<file path="config.mk">
export PLATFORM = sky130hd
export DESIGN_NAME = axi_read_master
export DESIGN_NICKNAME = d
export VERILOG_FILES = /design/src/source/axi_read_pkg.sv /design/src/source/read_request_setup.sv /design/src/source/ar_burst_issuer.sv /design/src/source/r_completion_tracker.sv /design/src/source/axi_read_master.sv
export SDC_FILE = /design/constraint.sdc
export NUM_CORES = 1
export LEC_CHECK = 0
export BUFFER_PORTS_ARGS = -buffer_cell sky130_fd_sc_hd__clkbuf_2
export CORE_UTILIZATION = 50
export CTS_BUF_LIST = sky130_fd_sc_hd__clkbuf_4
export DETAILED_ROUTE_END_ITERATION = 10
export GPL_ROUTABILITY_DRIVEN = 0
export GPL_TIMING_DRIVEN = 0
export PLACE_DENSITY = 0.75
export SETUP_SLACK_MARGIN = 0.5
export SYNTH_ARGS = -nofsm -noshare
export SYNTH_HDL_FRONTEND = slang
export SYNTH_HIERARCHICAL = 1
export SYNTH_SLANG_ARGS = --single-unit
</file>
<file path="constraint.sdc">
create_clock -name aclk -period 3.7 [get_ports aclk]
set_input_delay 0.185 -clock aclk [delete_from_list [all_inputs] [get_ports aclk]]
set_output_delay 0.185 -clock aclk [all_outputs]
set_load 0.05 [all_outputs]
</file>
<file path="src/source/axi_read_pkg.sv">
////////////////////////////////////////////////////////////////////////////
// Shared widths and burst constants for the AXI4 read master
// Beat size, burst limits, counter widths and the 4 KB alignment
////////////////////////////////////////////////////////////////////////////

package axi_read_pkg;

  // Bus widths
  localparam int addr_width      = 32;
  localparam int data_width      = 32;
  localparam int xfer_size_width = 32;

  // Bytes per beat and the byte offset bits inside one beat
  localparam int dw_bytes     = data_width / 8;
  localparam int log_dw_bytes = $clog2(dw_bytes);

  // A burst may not cross 4 KB and may not exceed 256 beats
  localparam int max_burst_beats = (4096 / dw_bytes < 256) ? 4096 / dw_bytes : 256;
  localparam int log_burst_beats = $clog2(max_burst_beats);
  localparam int burst_bytes     = max_burst_beats * dw_bytes;

  // Beat count minus one, and its upper part as a burst index
  localparam int total_len_width  = xfer_size_width - log_dw_bytes;
  localparam int burst_cntr_width = total_len_width - log_burst_beats;

  // Bursts in flight between AR handshake and the last stream beat
  localparam int max_outstanding        = 4;
  localparam int outstanding_cntr_width = $clog2(max_outstanding + 1);

  // Low address bits forced to zero when the request is captured
  localparam int align_4k_mask_bits = 12;

endpackage : axi_read_pkg

</file>
<file path="src/source/read_request_setup.sv">
////////////////////////////////////////////////////////////////////////////
// Request capture for the AXI4 read master
// Rounds the byte count up to whole beats, aligns the address to 4 KB
// and splits the beat count into a burst index and a final arlen
////////////////////////////////////////////////////////////////////////////

`timescale 1ns/1ps

module read_request_setup
  import axi_read_pkg::*;
(
  input  logic                        aclk,
  input  logic                        areset,
  input  logic                        ctrl_start,
  input  logic [addr_width-1:0]       ctrl_addr_offset,
  input  logic [xfer_size_width-1:0]  ctrl_xfer_size_in_bytes,
  output logic                        burst_start,
  output logic [addr_width-1:0]       base_addr,
  output logic [burst_cntr_width-1:0] last_burst_index,
  output logic [log_burst_beats-1:0]  final_burst_len
);

  // Start delay line
  logic start_d1;

  // Captured request
  logic [total_len_width-1:0] total_len_r;
  logic [addr_width-1:0]      addr_aligned_r;

  // Beat count of the size and whether a partial beat is left over
  logic [total_len_width-1:0] size_beats;
  logic                       has_partial_beat;

  assign size_beats       = ctrl_xfer_size_in_bytes[log_dw_bytes +: total_len_width];
  assign has_partial_beat = |ctrl_xfer_size_in_bytes[log_dw_bytes-1:0];

  ////////////////////////////////////////////////////////////////////////////
  // Capture on ctrl_start
  ////////////////////////////////////////////////////////////////////////////

  always_ff @(posedge aclk) begin
    if (ctrl_start) begin
      // Beats minus one in arlen style; a partial beat adds a whole beat
      if (has_partial_beat) begin
        total_len_r <= size_beats;
      end else begin
        total_len_r <= size_beats - 1'b1;
      end
      // Clear the low 12 bits so no burst crosses a 4 KB page
      addr_aligned_r <= {ctrl_addr_offset[addr_width-1:align_4k_mask_bits],
                         {align_4k_mask_bits{1'b0}}};
    end
  end

  // Two register stages between ctrl_start and burst_start
  always_ff @(posedge aclk) begin
    if (areset) begin
      start_d1    <= 1'b0;
      burst_start <= 1'b0;
    end else begin
      start_d1    <= ctrl_start;
      burst_start <= start_d1;
    end
  end

  ////////////////////////////////////////////////////////////////////////////
  // Burst split
  ////////////////////////////////////////////////////////////////////////////

  // Upper bits give bursts minus one, low bits the last burst's arlen
  assign last_burst_index = total_len_r[log_burst_beats +: burst_cntr_width];
  assign final_burst_len  = total_len_r[log_burst_beats-1:0];
  assign base_addr        = addr_aligned_r;

endmodule : read_request_setup

</file>
<file path="src/source/ar_burst_issuer.sv">
////////////////////////////////////////////////////////////////////////////
// AXI4 read address channel driver
// Walks the bursts of one request, stepping the address by one full
// burst per handshake and giving the last burst its short arlen
////////////////////////////////////////////////////////////////////////////

`timescale 1ns/1ps

module ar_burst_issuer
  import axi_read_pkg::*;
(
  input  logic                        aclk,
  input  logic                        areset,
  input  logic                        burst_start,
  input  logic [addr_width-1:0]       base_addr,
  input  logic [burst_cntr_width-1:0] last_burst_index,
  input  logic [log_burst_beats-1:0]  final_burst_len,
  input  logic                        ar_stall,
  input  logic                        m_axi_arready,
  output logic                        m_axi_arvalid,
  output logic [addr_width-1:0]       m_axi_araddr,
  output logic [log_burst_beats-1:0]  m_axi_arlen,
  output logic                        ar_accepted
);

  // Issue state
  logic                        ar_idle;
  logic                        arvalid_r;
  logic [addr_width-1:0]       addr_r;
  logic [burst_cntr_width-1:0] bursts_to_go;
  logic                        ar_final_burst;
  logic                        ar_done;

  // Address handshake
  assign ar_accepted    = arvalid_r & m_axi_arready;
  assign ar_final_burst = (bursts_to_go == '0);
  assign ar_done        = ar_final_burst & ar_accepted;

  ////////////////////////////////////////////////////////////////////////////
  // Idle flag and arvalid
  ////////////////////////////////////////////////////////////////////////////

  // Leaves idle on burst_start, returns once the final address is taken
  always_ff @(posedge aclk) begin
    if (areset) begin
      ar_idle <= 1'b1;
    end else if (burst_start) begin
      ar_idle <= 1'b0;
    end else if (ar_done) begin
      ar_idle <= 1'b1;
    end
  end

  // One idle cycle between handshakes, held off while stalled
  always_ff @(posedge aclk) begin
    if (areset) begin
      arvalid_r <= 1'b0;
    end else if (!ar_idle && !ar_stall && !arvalid_r) begin
      arvalid_r <= 1'b1;
    end else if (m_axi_arready) begin
      arvalid_r <= 1'b0;
    end
  end

  ////////////////////////////////////////////////////////////////////////////
  // Address and burst counter
  ////////////////////////////////////////////////////////////////////////////

  // Next burst starts one full burst further on
  always_ff @(posedge aclk) begin
    if (burst_start) begin
      addr_r <= base_addr;
    end else if (ar_accepted) begin
      addr_r <= addr_r + addr_width'(burst_bytes);
    end
  end

  // Bursts left to issue after the current one
  always_ff @(posedge aclk) begin
    if (areset) begin
      bursts_to_go <= '0;
    end else if (burst_start) begin
      bursts_to_go <= last_burst_index;
    end else if (ar_accepted && !ar_final_burst) begin
      bursts_to_go <= bursts_to_go - 1'b1;
    end
  end

  assign m_axi_arvalid = arvalid_r;
  assign m_axi_araddr  = addr_r;
  // Full bursts carry 255, the last one the remainder
  assign m_axi_arlen   = ar_final_burst ? final_burst_len
                                        : log_burst_beats'(max_burst_beats - 1);

  // AR payload stays put until the slave takes it
  a_ar_hold : assert property (@(posedge aclk) disable iff (areset)
    (m_axi_arvalid && !m_axi_arready) |=>
      (m_axi_arvalid && $stable(m_axi_araddr) && $stable(m_axi_arlen)));

endmodule : ar_burst_issuer

</file>
<file path="src/source/r_completion_tracker.sv">
////////////////////////////////////////////////////////////////////////////
// Read completion tracking for the AXI4 read master
// Outstanding burst vacancy with AR stall, remaining bursts and done
////////////////////////////////////////////////////////////////////////////

`timescale 1ns/1ps

module r_completion_tracker
  import axi_read_pkg::*;
(
  input  logic                        aclk,
  input  logic                        areset,
  input  logic                        burst_start,
  input  logic [burst_cntr_width-1:0] last_burst_index,
  input  logic                        ar_accepted,
  input  logic                        m_axi_rvalid,
  input  logic                        m_axi_rlast,
  input  logic                        m_axis_tready,
  output logic                        ar_stall,
  output logic                        ctrl_done
);

  // Counters and status
  logic [outstanding_cntr_width-1:0] vacancy_cnt;
  logic [burst_cntr_width-1:0]       r_bursts_to_go;
  logic                              r_final_burst;
  logic                              last_beat_xfer;
  logic                              done_r;

  // rready follows tready, so a beat moves when rvalid and tready meet
  assign last_beat_xfer = m_axi_rvalid & m_axis_tready & m_axi_rlast;

  ////////////////////////////////////////////////////////////////////////////
  // Outstanding vacancy
  ////////////////////////////////////////////////////////////////////////////

  // Free slots for bursts in flight
  // Same-cycle AR handshake and last beat cancel out
  always_ff @(posedge aclk) begin
    if (areset) begin
      vacancy_cnt <= outstanding_cntr_width'(max_outstanding);
    end else begin
      case ({ar_accepted, last_beat_xfer})
        2'b10:   vacancy_cnt <= vacancy_cnt - 1'b1;
        2'b01:   vacancy_cnt <= vacancy_cnt + 1'b1;
        default: vacancy_cnt <= vacancy_cnt;
      endcase
    end
  end

  // No slot free means no new address
  assign ar_stall = (vacancy_cnt == '0);

  ////////////////////////////////////////////////////////////////////////////
  // Remaining bursts and done
  ////////////////////////////////////////////////////////////////////////////

  // Bursts still to complete after the current one
  always_ff @(posedge aclk) begin
    if (areset) begin
      r_bursts_to_go <= '0;
    end else if (burst_start) begin
      r_bursts_to_go <= last_burst_index;
    end else if (last_beat_xfer && !r_final_burst) begin
      r_bursts_to_go <= r_bursts_to_go - 1'b1;
    end
  end

  assign r_final_burst = (r_bursts_to_go == '0);

  // One-cycle pulse after the last beat of the final burst
  always_ff @(posedge aclk) begin
    if (areset) begin
      done_r <= 1'b0;
    end else begin
      done_r <= last_beat_xfer & r_final_burst;
    end
  end

  assign ctrl_done = done_r;

  // Vacancy stays within the configured limit
  a_vacancy_limit : assert property (@(posedge aclk) disable iff (areset)
    vacancy_cnt <= outstanding_cntr_width'(max_outstanding));

endmodule : r_completion_tracker

</file>
<file path="src/source/axi_read_master.sv">
////////////////////////////////////////////////////////////////////////////
// AXI4 read master top level
// Request setup, AR burst issue and completion tracking, with the
// R channel passed straight through to an AXI4-Stream output
////////////////////////////////////////////////////////////////////////////

`timescale 1ns/1ps

module axi_read_master
  import axi_read_pkg::*;
(
  input  logic                       aclk,
  input  logic                       areset,

  // Control
  input  logic                       ctrl_start,
  input  logic [addr_width-1:0]      ctrl_addr_offset,
  input  logic [xfer_size_width-1:0] ctrl_xfer_size_in_bytes,
  output logic                       ctrl_done,

  // AXI4 read address channel
  output logic                       m_axi_arvalid,
  input  logic                       m_axi_arready,
  output logic [addr_width-1:0]      m_axi_araddr,
  output logic [log_burst_beats-1:0] m_axi_arlen,

  // AXI4 read data channel
  input  logic                       m_axi_rvalid,
  output logic                       m_axi_rready,
  input  logic [data_width-1:0]      m_axi_rdata,
  input  logic                       m_axi_rlast,

  // AXI4-Stream output
  output logic                       m_axis_tvalid,
  input  logic                       m_axis_tready,
  output logic [data_width-1:0]      m_axis_tdata,
  output logic                       m_axis_tlast
);

  // Setup to issuer and tracker
  logic                        burst_start;
  logic [addr_width-1:0]       base_addr;
  logic [burst_cntr_width-1:0] last_burst_index;
  logic [log_burst_beats-1:0]  final_burst_len;

  // Issuer and tracker handshake
  logic ar_accepted;
  logic ar_stall;

  read_request_setup read_request_setup_inst (
    .aclk                    (aclk),
    .areset                  (areset),
    .ctrl_start              (ctrl_start),
    .ctrl_addr_offset        (ctrl_addr_offset),
    .ctrl_xfer_size_in_bytes (ctrl_xfer_size_in_bytes),
    .burst_start             (burst_start),
    .base_addr               (base_addr),
    .last_burst_index        (last_burst_index),
    .final_burst_len         (final_burst_len)
  );

  ar_burst_issuer ar_burst_issuer_inst (
    .aclk             (aclk),
    .areset           (areset),
    .burst_start      (burst_start),
    .base_addr        (base_addr),
    .last_burst_index (last_burst_index),
    .final_burst_len  (final_burst_len),
    .ar_stall         (ar_stall),
    .m_axi_arready    (m_axi_arready),
    .m_axi_arvalid    (m_axi_arvalid),
    .m_axi_araddr     (m_axi_araddr),
    .m_axi_arlen      (m_axi_arlen),
    .ar_accepted      (ar_accepted)
  );

  r_completion_tracker r_completion_tracker_inst (
    .aclk             (aclk),
    .areset           (areset),
    .burst_start      (burst_start),
    .last_burst_index (last_burst_index),
    .ar_accepted      (ar_accepted),
    .m_axi_rvalid     (m_axi_rvalid),
    .m_axi_rlast      (m_axi_rlast),
    .m_axis_tready    (m_axis_tready),
    .ar_stall         (ar_stall),
    .ctrl_done        (ctrl_done)
  );

  // R channel to stream, no buffering
  assign m_axis_tvalid = m_axi_rvalid;
  assign m_axis_tdata  = m_axi_rdata;
  assign m_axis_tlast  = m_axi_rlast;
  // Stream back-pressure stalls the slave directly
  assign m_axi_rready  = m_axis_tready;

endmodule : axi_read_master

</file>
==> results of run 1 <==
==> layout make-up <==
cell class | instances | area share, %
Sequential cell | 134 | 37.5
Tap cell | 184 | 2.47
Buffer | 81 | 5.34
Clock buffer | 19 | 1.53
Timing Repair Buffer | 186 | 12.7
Clock inverter | 13 | 2.17
Antenna cell | 1 | 0.0268
Inverter | 16 | 0.644
Multi-Input combinational cell | 528 | 37.6
==> where the power goes <==
group | internal (mW) | switching (mW)
clock network | 0.617 | 0.541
registers | 1.70 | 0.0965
logic | 0.348 | 0.612
total | 2.66 | 1.25
==> state kept, by name, summed over array words and instances, names as in the netlist <==
register and count:
r_completion_tracker_inst/vacancy_cnt 3, read_request_setup_inst/total_len_r 30, ar_burst_issuer_inst/ar_idle 1, read_request_setup_inst/burst_start 1
read_request_setup_inst/base_addr 20, ar_burst_issuer_inst/bursts_to_go 22, ar_burst_issuer_inst/m_axi_araddr 32, read_request_setup_inst/start_d1 1
ar_burst_issuer_inst/m_axi_arvalid 1, r_completion_tracker_inst/r_bursts_to_go 22, r_completion_tracker_inst/ctrl_done 1
==> cell usage in the layout (no fill, tap or decap), types with 7 or more instances in the layout <==
cell type / instances
nor4_1: 10
o31ai_1: 11
a21oi_1: 21
clkbuf_1: 23
or4_1: 18
dfxtp_1: 52
clkbuf_2: 135
clkbuf_4: 19
nand3_1: 18
or2_1: 8
inv_1: 15
edfxtp_1: 82
o21ai_0: 40
nand2_1: 58
nand3b_1: 8
nor2_1: 71
nor3_1: 24
buf_4: 50
a311oi_1: 9
and2_1: 12
nand4_1: 17
a31oi_1: 7
dlygate4sd3_1: 51
conb_1: 12
or3_1: 9
nor4_4: 8
xnor2_1: 33
xor2_1: 20
==> worst register-to-register path, delay by kind of cell, from the launching register on <==
| kind | cells | cell delay [ns] |
|---|---|---|
| AOI/OAI and AO/OA | 1 | 0.23 |
| DFF | 1 | 0.39 |
| buffers and inverters | 1 | 0.11 |
| muxes | 1 | 0.15 |
| adders and majority gates | 1 | 0.22 |
| and+or+nand+nor | 3 | 1.67 |
==> worst max path at each step <==
stage | from | to | depth (start not counted) | slack, ns
3_3_place_gp | ar_burst_issuer_inst/bursts_to_go[0]$_SDFFE_PP0P_ | ar_burst_issuer_inst/bursts_to_go[12]$_SDFFE_PP0P_ | 7 | 0.97
2_1_floorplan | ar_burst_issuer_inst/m_axi_araddr[10]$_DFFE_PN_ | ar_burst_issuer_inst/m_axi_araddr[30]$_DFFE_PN_ | 6 | 1.29
5_1_grt | ar_burst_issuer_inst/bursts_to_go[0]$_SDFFE_PP0P_ | m_axi_arlen[0] | 7 | 0.53
6_report | ar_burst_issuer_inst/bursts_to_go[0]$_SDFFE_PP0P_ | m_axi_arlen[1] | 7 | 0.69
4_1_cts | ar_burst_issuer_inst/bursts_to_go[10]$_SDFFE_PP0P_ | m_axi_arlen[1] | 7 | 0.53
3_5_place_dp | ar_burst_issuer_inst/bursts_to_go[0]$_SDFFE_PP0P_ | ar_burst_issuer_inst/bursts_to_go[12]$_SDFFE_PP0P_ | 7 | 0.91
==> timing repair <==
| action | CTS | global route |
|---|---|---|
| hold buffers | 51 | 0 |
| hold endpoints to repair | 51 | 0 |
| pin swaps | 0 | 2 |
| gates resized for setup | 1 | 2 |
| endpoints found under the setup margin | 8 | 8 |
==> per-layer routing <==
layer,wire (µm),part of all wire [%],vias up,global-route usage [%]
met1,7880,44,2963,30.9
met2,8590,47,260,38.8
met5,0,0,-,0
met3,1250,6.9,32,5.11
met4,393,2.2,0,9.00
li1,-,-,3176,-
==> logic make-up (layout without fill, tap and decap cells) <==
logic type	Yosys count	after routing	synth area share [%]
AND/OR/NAND/NOR	313	313	25.1
other	1	13	0.0499
AO/OA/AOI/OAI	139	139	12.9
XOR/XNOR	53	53	6.17
buffers and inverters	97	315	7.39
adder cells (fa/ha/maj)	6	6	1.10
multiplexers	5	5	0.699
flip-flops	134	134	46.6
==> qor.txt, run 1 <==
TritonRoute pass-1 iters: 5
Placed cell areas: 8470 µm²
Max FO, Critical Path: 8
Seq/Total Area, Yosys: 46.6%
Initial antenna violation count: 1
Largest stage delay on the critical path: 0.54 ns
CP endpoint kind: output port
Worst path bufs/invs: 2
Share of the synthesized area in the top cell type: 32.8%
Layout cell share with drive strength beyond 1: 27.2%
Delay-heaviest family, CP: simple AND/OR/NAND/NOR gates
Synth Instances: 748
Vias per std cell: 5.53
Post-route antenna net violation count: 0
Die ar.: 15500 µm²
Worst r2r src: ar_burst_issuer_inst/bursts_to_go[0]$_SDFFE_PP0P_
Starting Density: 51.5%
Wire length per cell: 15.6 µm
Netlist cell types: 75
Overall routing resource usage: 23.8%
Slew headroom: 18.1%
Reg2Reg Setup Slack: 0.85 ns
Multi-input gate area: 3510 µm²
Boundary Pins: 180
Final WS setup: 0.688 ns
RSZ-0062 raised after global routing: false
Post-Syn Area: 7520 µm²
Pleak: 3.52 nW
Overall power: 3.91 mW
Num CTS Buffers: 17
Area contributors post-synth: edfxtp_1 (33%), dfxtp_1 (14%), buf_4 (4.9%)
Total congestion overflow: 0
Hold Vio Cnt, Final: 0
Synth async-reset ratio: 0%
Crit path DAT: 2.83 ns
CTS tree: yes
Area Overhead vs Synth: 24.1%
CP Launch Type: register
Setup tns final: 0 ns
Pre-CTS setup slack: 0.907 ns
Clk root buf: clkbuf_4
Final setup vio count: 0
Rows: 44
FF/Latch Area: 3500 µm²
Seq cells post-synth: 134
Hold slack: 0.0398 ns
Number of max-cap violations: 0
Post-CTS Setup Bufs: 0
Cell Count Post-Placement: 1078
Yosys top cell by area: edfxtp_1
Area of the core: 14600 µm²
Slew @ Worst Pin: 1.23 ns
Final WL: 18100 µm
Critical Path, Cell by Cell: inv_1 > ha_1 > or3b_2 > nor3_4 > nand2_2 > or2_1 > clkbuf_2
Vias after detailed routing: 6431
Post-Layout Inst Area: 9330 µm²
Sinks on Clock Net: 134
Worst-path clk slew: 0.13 ns
Pin count of the biggest net entering global routing: 52
Worst-Skew Late Latency: 0.56 ns
Drt drc: 0
Fillers: 1158
Fin nets: 1073
Worst Hold Depth: 3
First-pass GRT wire length: 29600 µm
Clock Skew: 0.0221 ns
Die height: 125 µm
PD cells: 419 nW/µm²
Initial DRC count: 437
Final Slew Violations: 0
FF-to-FF End: ar_burst_issuer_inst/bursts_to_go[12]$_SDFFE_PP0P_
Fin crit share: 81.4%
Number of synthesized flops with an enable pin: 82
Hold Path End: read_request_setup_inst/total_len_r[1]$_DFFE_PP_
Number of port buffers: 135
Final Non-Filler Cells: 1162
HP Class: in2reg
Slowest stage cell, crit path: or3b_2
Reg2Reg Depth: 7
Status: finished clean
Max Root-Sink Buffers: 2
Worst Setup Path Type: reg2out
YS warnings: 6
Syn avg cell area: 10.1 µm²
Peak VDD IR: 0.000234 V
Worst hold start: ctrl_xfer_size_in_bytes[3]
Cell with the most instances after synthesis: edfxtp_1
Ys flop type: edfxtp_1
Detail Placement HPWL: 12600 µm
Min cycle time layout: 3.01 ns
Req. time, crit path: 3.51 ns
DIE WIDTH: 125 µm
CTS HTree Levels: 4
Vias in the first global route: 6032
Max Fclk: 332 MHz
Top cells by count, synth: edfxtp_1 (82), nor2_1 (71), nand2_1 (58)
Final core occ: 64.0%
No activity file was read; power rests on OpenSTA's default activity.
==> run 2: changes to the inputs <==
--- a/config.mk
+++ b/config.mk
@@ -11,7 +11,7 @@
 export DETAILED_ROUTE_END_ITERATION = 10
 export GPL_ROUTABILITY_DRIVEN = 0
 export GPL_TIMING_DRIVEN = 0
-export PLACE_DENSITY = 0.75
+export PLACE_DENSITY = 0.78
 export SETUP_SLACK_MARGIN = 0.5
 export SYNTH_ARGS = -nofsm -noshare
 export SYNTH_HDL_FRONTEND = slang
==> constraint.sdc (replaced) <==
create_clock -name aclk -period 2.6 [get_ports aclk]
set_input_delay 0.13 -clock aclk [delete_from_list [all_inputs] [get_ports aclk]]
set_output_delay 0.13 -clock aclk [all_outputs]
set_load 0.05 [all_outputs]
==> run 2 against run 1 <==
Global-route usage grew 2.7 points; sequential cell count unchanged; critical path type unchanged; wire length rose by 15%; sequential power is 44% higher; non-clock buffer count increased by 44; highest routed layer unchanged; via count grew 8.4%; register-to-register slack worse by 0.81 ns; clock skew fell by 0.0039 ns.
==> qor.txt, run 2 (synthesis results as in run 1) <==
Pin count of the biggest net entering global routing: 52 (unchanged)
CTS tree: yes
Reg2Reg Depth: 12 (+5)
Hold Vio Cnt, Final: 0 (unchanged)
Initial antenna violation count: 1 (unchanged)
Worst Setup Path Type: reg2out
Clk root buf: clkbuf_4
Slowest stage cell, crit path: or4_4
Slew headroom: 12.7% (-5.4 points)
Commonest non-fill, non-tap cell in the layout: clkbuf_2
Number of port buffers: 135 (unchanged)
Boundary Pins: 180 (unchanged)
Rows: 44 (unchanged)
Layout cell share with drive strength beyond 1: 35.2% (+7.9 points)
Fillers: 1053 (-9.1%)
Most frequent cells in the layout: clkbuf_2 (134), edfxtp_1 (82), buf_4 (70), nor2_1 (70), dlygate4sd3_1 (65)
DIE WIDTH: 125 µm (unchanged)
Initial DRC count: 650 (+49%)
Sinks on Clock Net: 134 (unchanged)
RSZ-0062 raised after global routing: true
Final WL: 20800 µm (+15%)
Reg2Reg Setup Slack: 0.04 ns (-0.81 ns)
Peak VDD IR: 0.000296 V (+26%)
Cell Count Post-Placement: 1078 (unchanged)
Detail Placement HPWL: 13000 µm (+2.7%)
CTS HTree Levels: 4 (unchanged)
Number of max-cap violations: 0 (unchanged)
Vias in the first global route: 6603 (+9.5%)
FF/Latch Area: 3520 µm² (+0.54%)
Pleak: 3.85 nW (+9.2%)
Total congestion overflow: 0 (unchanged)
Worst hold start: ctrl_xfer_size_in_bytes[1]
Final core occ: 69.2% (+5.3 points)
Num CTS Buffers: 17 (unchanged)
Overall power: 5.67 mW (+45%)
Final Slew Violations: 0 (unchanged)
Multi-input gate area: 3790 µm² (+8.0%)
Fin nets: 1117 (+4.1%)
Vias per std cell: 5.78 (+4.4%)
TritonRoute pass-1 iters: 6 (+1)
Final WS setup: 0.0431 ns (-0.645 ns)
Max Fclk: 391 MHz
Vias after detailed routing: 6971 (+8.4%)
Drt drc: 0 (unchanged)
Pre-CTS setup slack: -0.000845 ns (-0.908 ns)
Fin crit share: 98.3%
Slew @ Worst Pin: 1.31 ns (+0.0813 ns)
CP Launch Type: register
Worst-Skew Late Latency: 0.55 ns (about the same)
Wire length per cell: 17.3 µm (+11%)
Req. time, crit path: 2.47 ns (-1.04 ns)
Clock Skew: 0.0182 ns (-0.00393 ns)
Die ar.: 15500 µm² (unchanged)
Worst-path clk slew: 0.13 ns (about the same)
Final Non-Filler Cells: 1206 (+3.8%)
Post-route antenna net violation count: 0 (unchanged)
HP Class: in2reg
Max FO, Critical Path: 8 (unchanged)
Largest stage delay on the critical path: 0.55 ns (about the same)
Max FFs per register: 32 (unchanged)
Min cycle time layout: 2.56 ns
Status: finished clean
Overall routing resource usage: 26.5% (+2.7 points)
Worst Hold Depth: 3 (unchanged)
Worst r2r src: ar_burst_issuer_inst/bursts_to_go[21]$_SDFFE_PP0P_
Starting Density: 51.5% (unchanged)
Setup tns final: 0 ns (unchanged)
Area of the core: 14600 µm² (unchanged)
Final setup vio count: 0 (unchanged)
PD cells: 561 nW/µm² (+34%)
First-pass GRT wire length: 32700 µm (+10%)
Die height: 125 µm (unchanged)
Crit path DAT: 2.43 ns (-0.40 ns)
FF-to-FF End: ar_burst_issuer_inst/bursts_to_go[15]$_SDFFE_PP0P_
Critical Path, Cell by Cell: or4_4 > nor4_4 > buf_6 > nand2_8 > or2_4 > clkbuf_16
Hold Path End: read_request_setup_inst/total_len_r[0]$_DFFE_PP_
Max Root-Sink Buffers: 2 (unchanged)
CP endpoint kind: output port
Area Overhead vs Synth: 34.3%
==> run 2: routing by layer <==
metal	track usage, %	vias up	wire [µm]
met2	44.8	381	10300
met1	32.6	3262	8250
met5	0	-	0
met3	5.58	64	1710
met4	11.4	0	603
li1	-	3264	-
==> run 2: report_power, final <==
| group | switching (mW) | leakage [nW] | internal [mW] |
|---|---|---|---|
| Clock | 0.831 | 0.134 | 0.476 |
| Combinational | 1.04 | 2.51 | 0.759 |
| Sequential | 0.151 | 1.20 | 2.42 |
| Total | 2.02 | 3.85 | 3.65 |
==> run 2: repair_timing <==
item,in CTS,in global routing
endpoints found under the setup margin,37,66
gates cloned,1,0
resized for setup,72,55
pin swaps,27,23
hold buffers,65,0
buffers inserted,13,16
hold endpoints to repair,53,0
==> run 2: how the worst max path moves through the flow <==
stage,start,end,slack [ns],depth (start not counted)
2_1_floorplan,ar_burst_issuer_inst/m_axi_araddr[10]$_DFFE_PN_,ar_burst_issuer_inst/m_axi_araddr[30]$_DFFE_PN_,0.37,6
3_3_place_gp,ar_burst_issuer_inst/bursts_to_go[0]$_SDFFE_PP0P_,m_axi_arlen[7],0.02,7
3_5_place_dp,ar_burst_issuer_inst/bursts_to_go[0]$_SDFFE_PP0P_,m_axi_arlen[3],-0.0008,7
4_1_cts,ar_burst_issuer_inst/bursts_to_go[19]$_SDFFE_PP0P_,m_axi_arlen[3],0.008,6
5_1_grt,ar_burst_issuer_inst/bursts_to_go[10]$_SDFFE_PP0P_,m_axi_arlen[3],-0.04,7
6_report,ar_burst_issuer_inst/bursts_to_go[21]$_SDFFE_PP0P_,m_axi_arlen[3],0.04,6
==> run 2: final cells by class <==
class | instances | area share (%)
Antenna cell | 1 | 0.0248
Buffer | 81 | 5.29
Clock buffer | 17 | 1.26
Clock inverter | 15 | 1.30
Inverter | 16 | 0.607
Multi-Input combinational cell | 528 | 37.5
Sequential cell | 134 | 34.9
Tap cell | 184 | 2.28
Timing Repair Buffer | 230 | 16.9
==> run 2: through the flow <==
step | hold slack [ns] | area (µm²)
after floorplan | 0.202 | 7610
after global placement | 0.307 | 8520
after detailed placement | 0.309 | 8520
after CTS | 0.0185 | 9820
after global routing | 0.0486 | 10100
final | 0.0603 | 10100
==> run 2: worst max-delay path: cells and delay by family (launching register included) <==
kind	cells	cell delay, ns
buffers and inverters	2	0.34
DFF	1	0.34
and+or+nand+nor	4	1.19
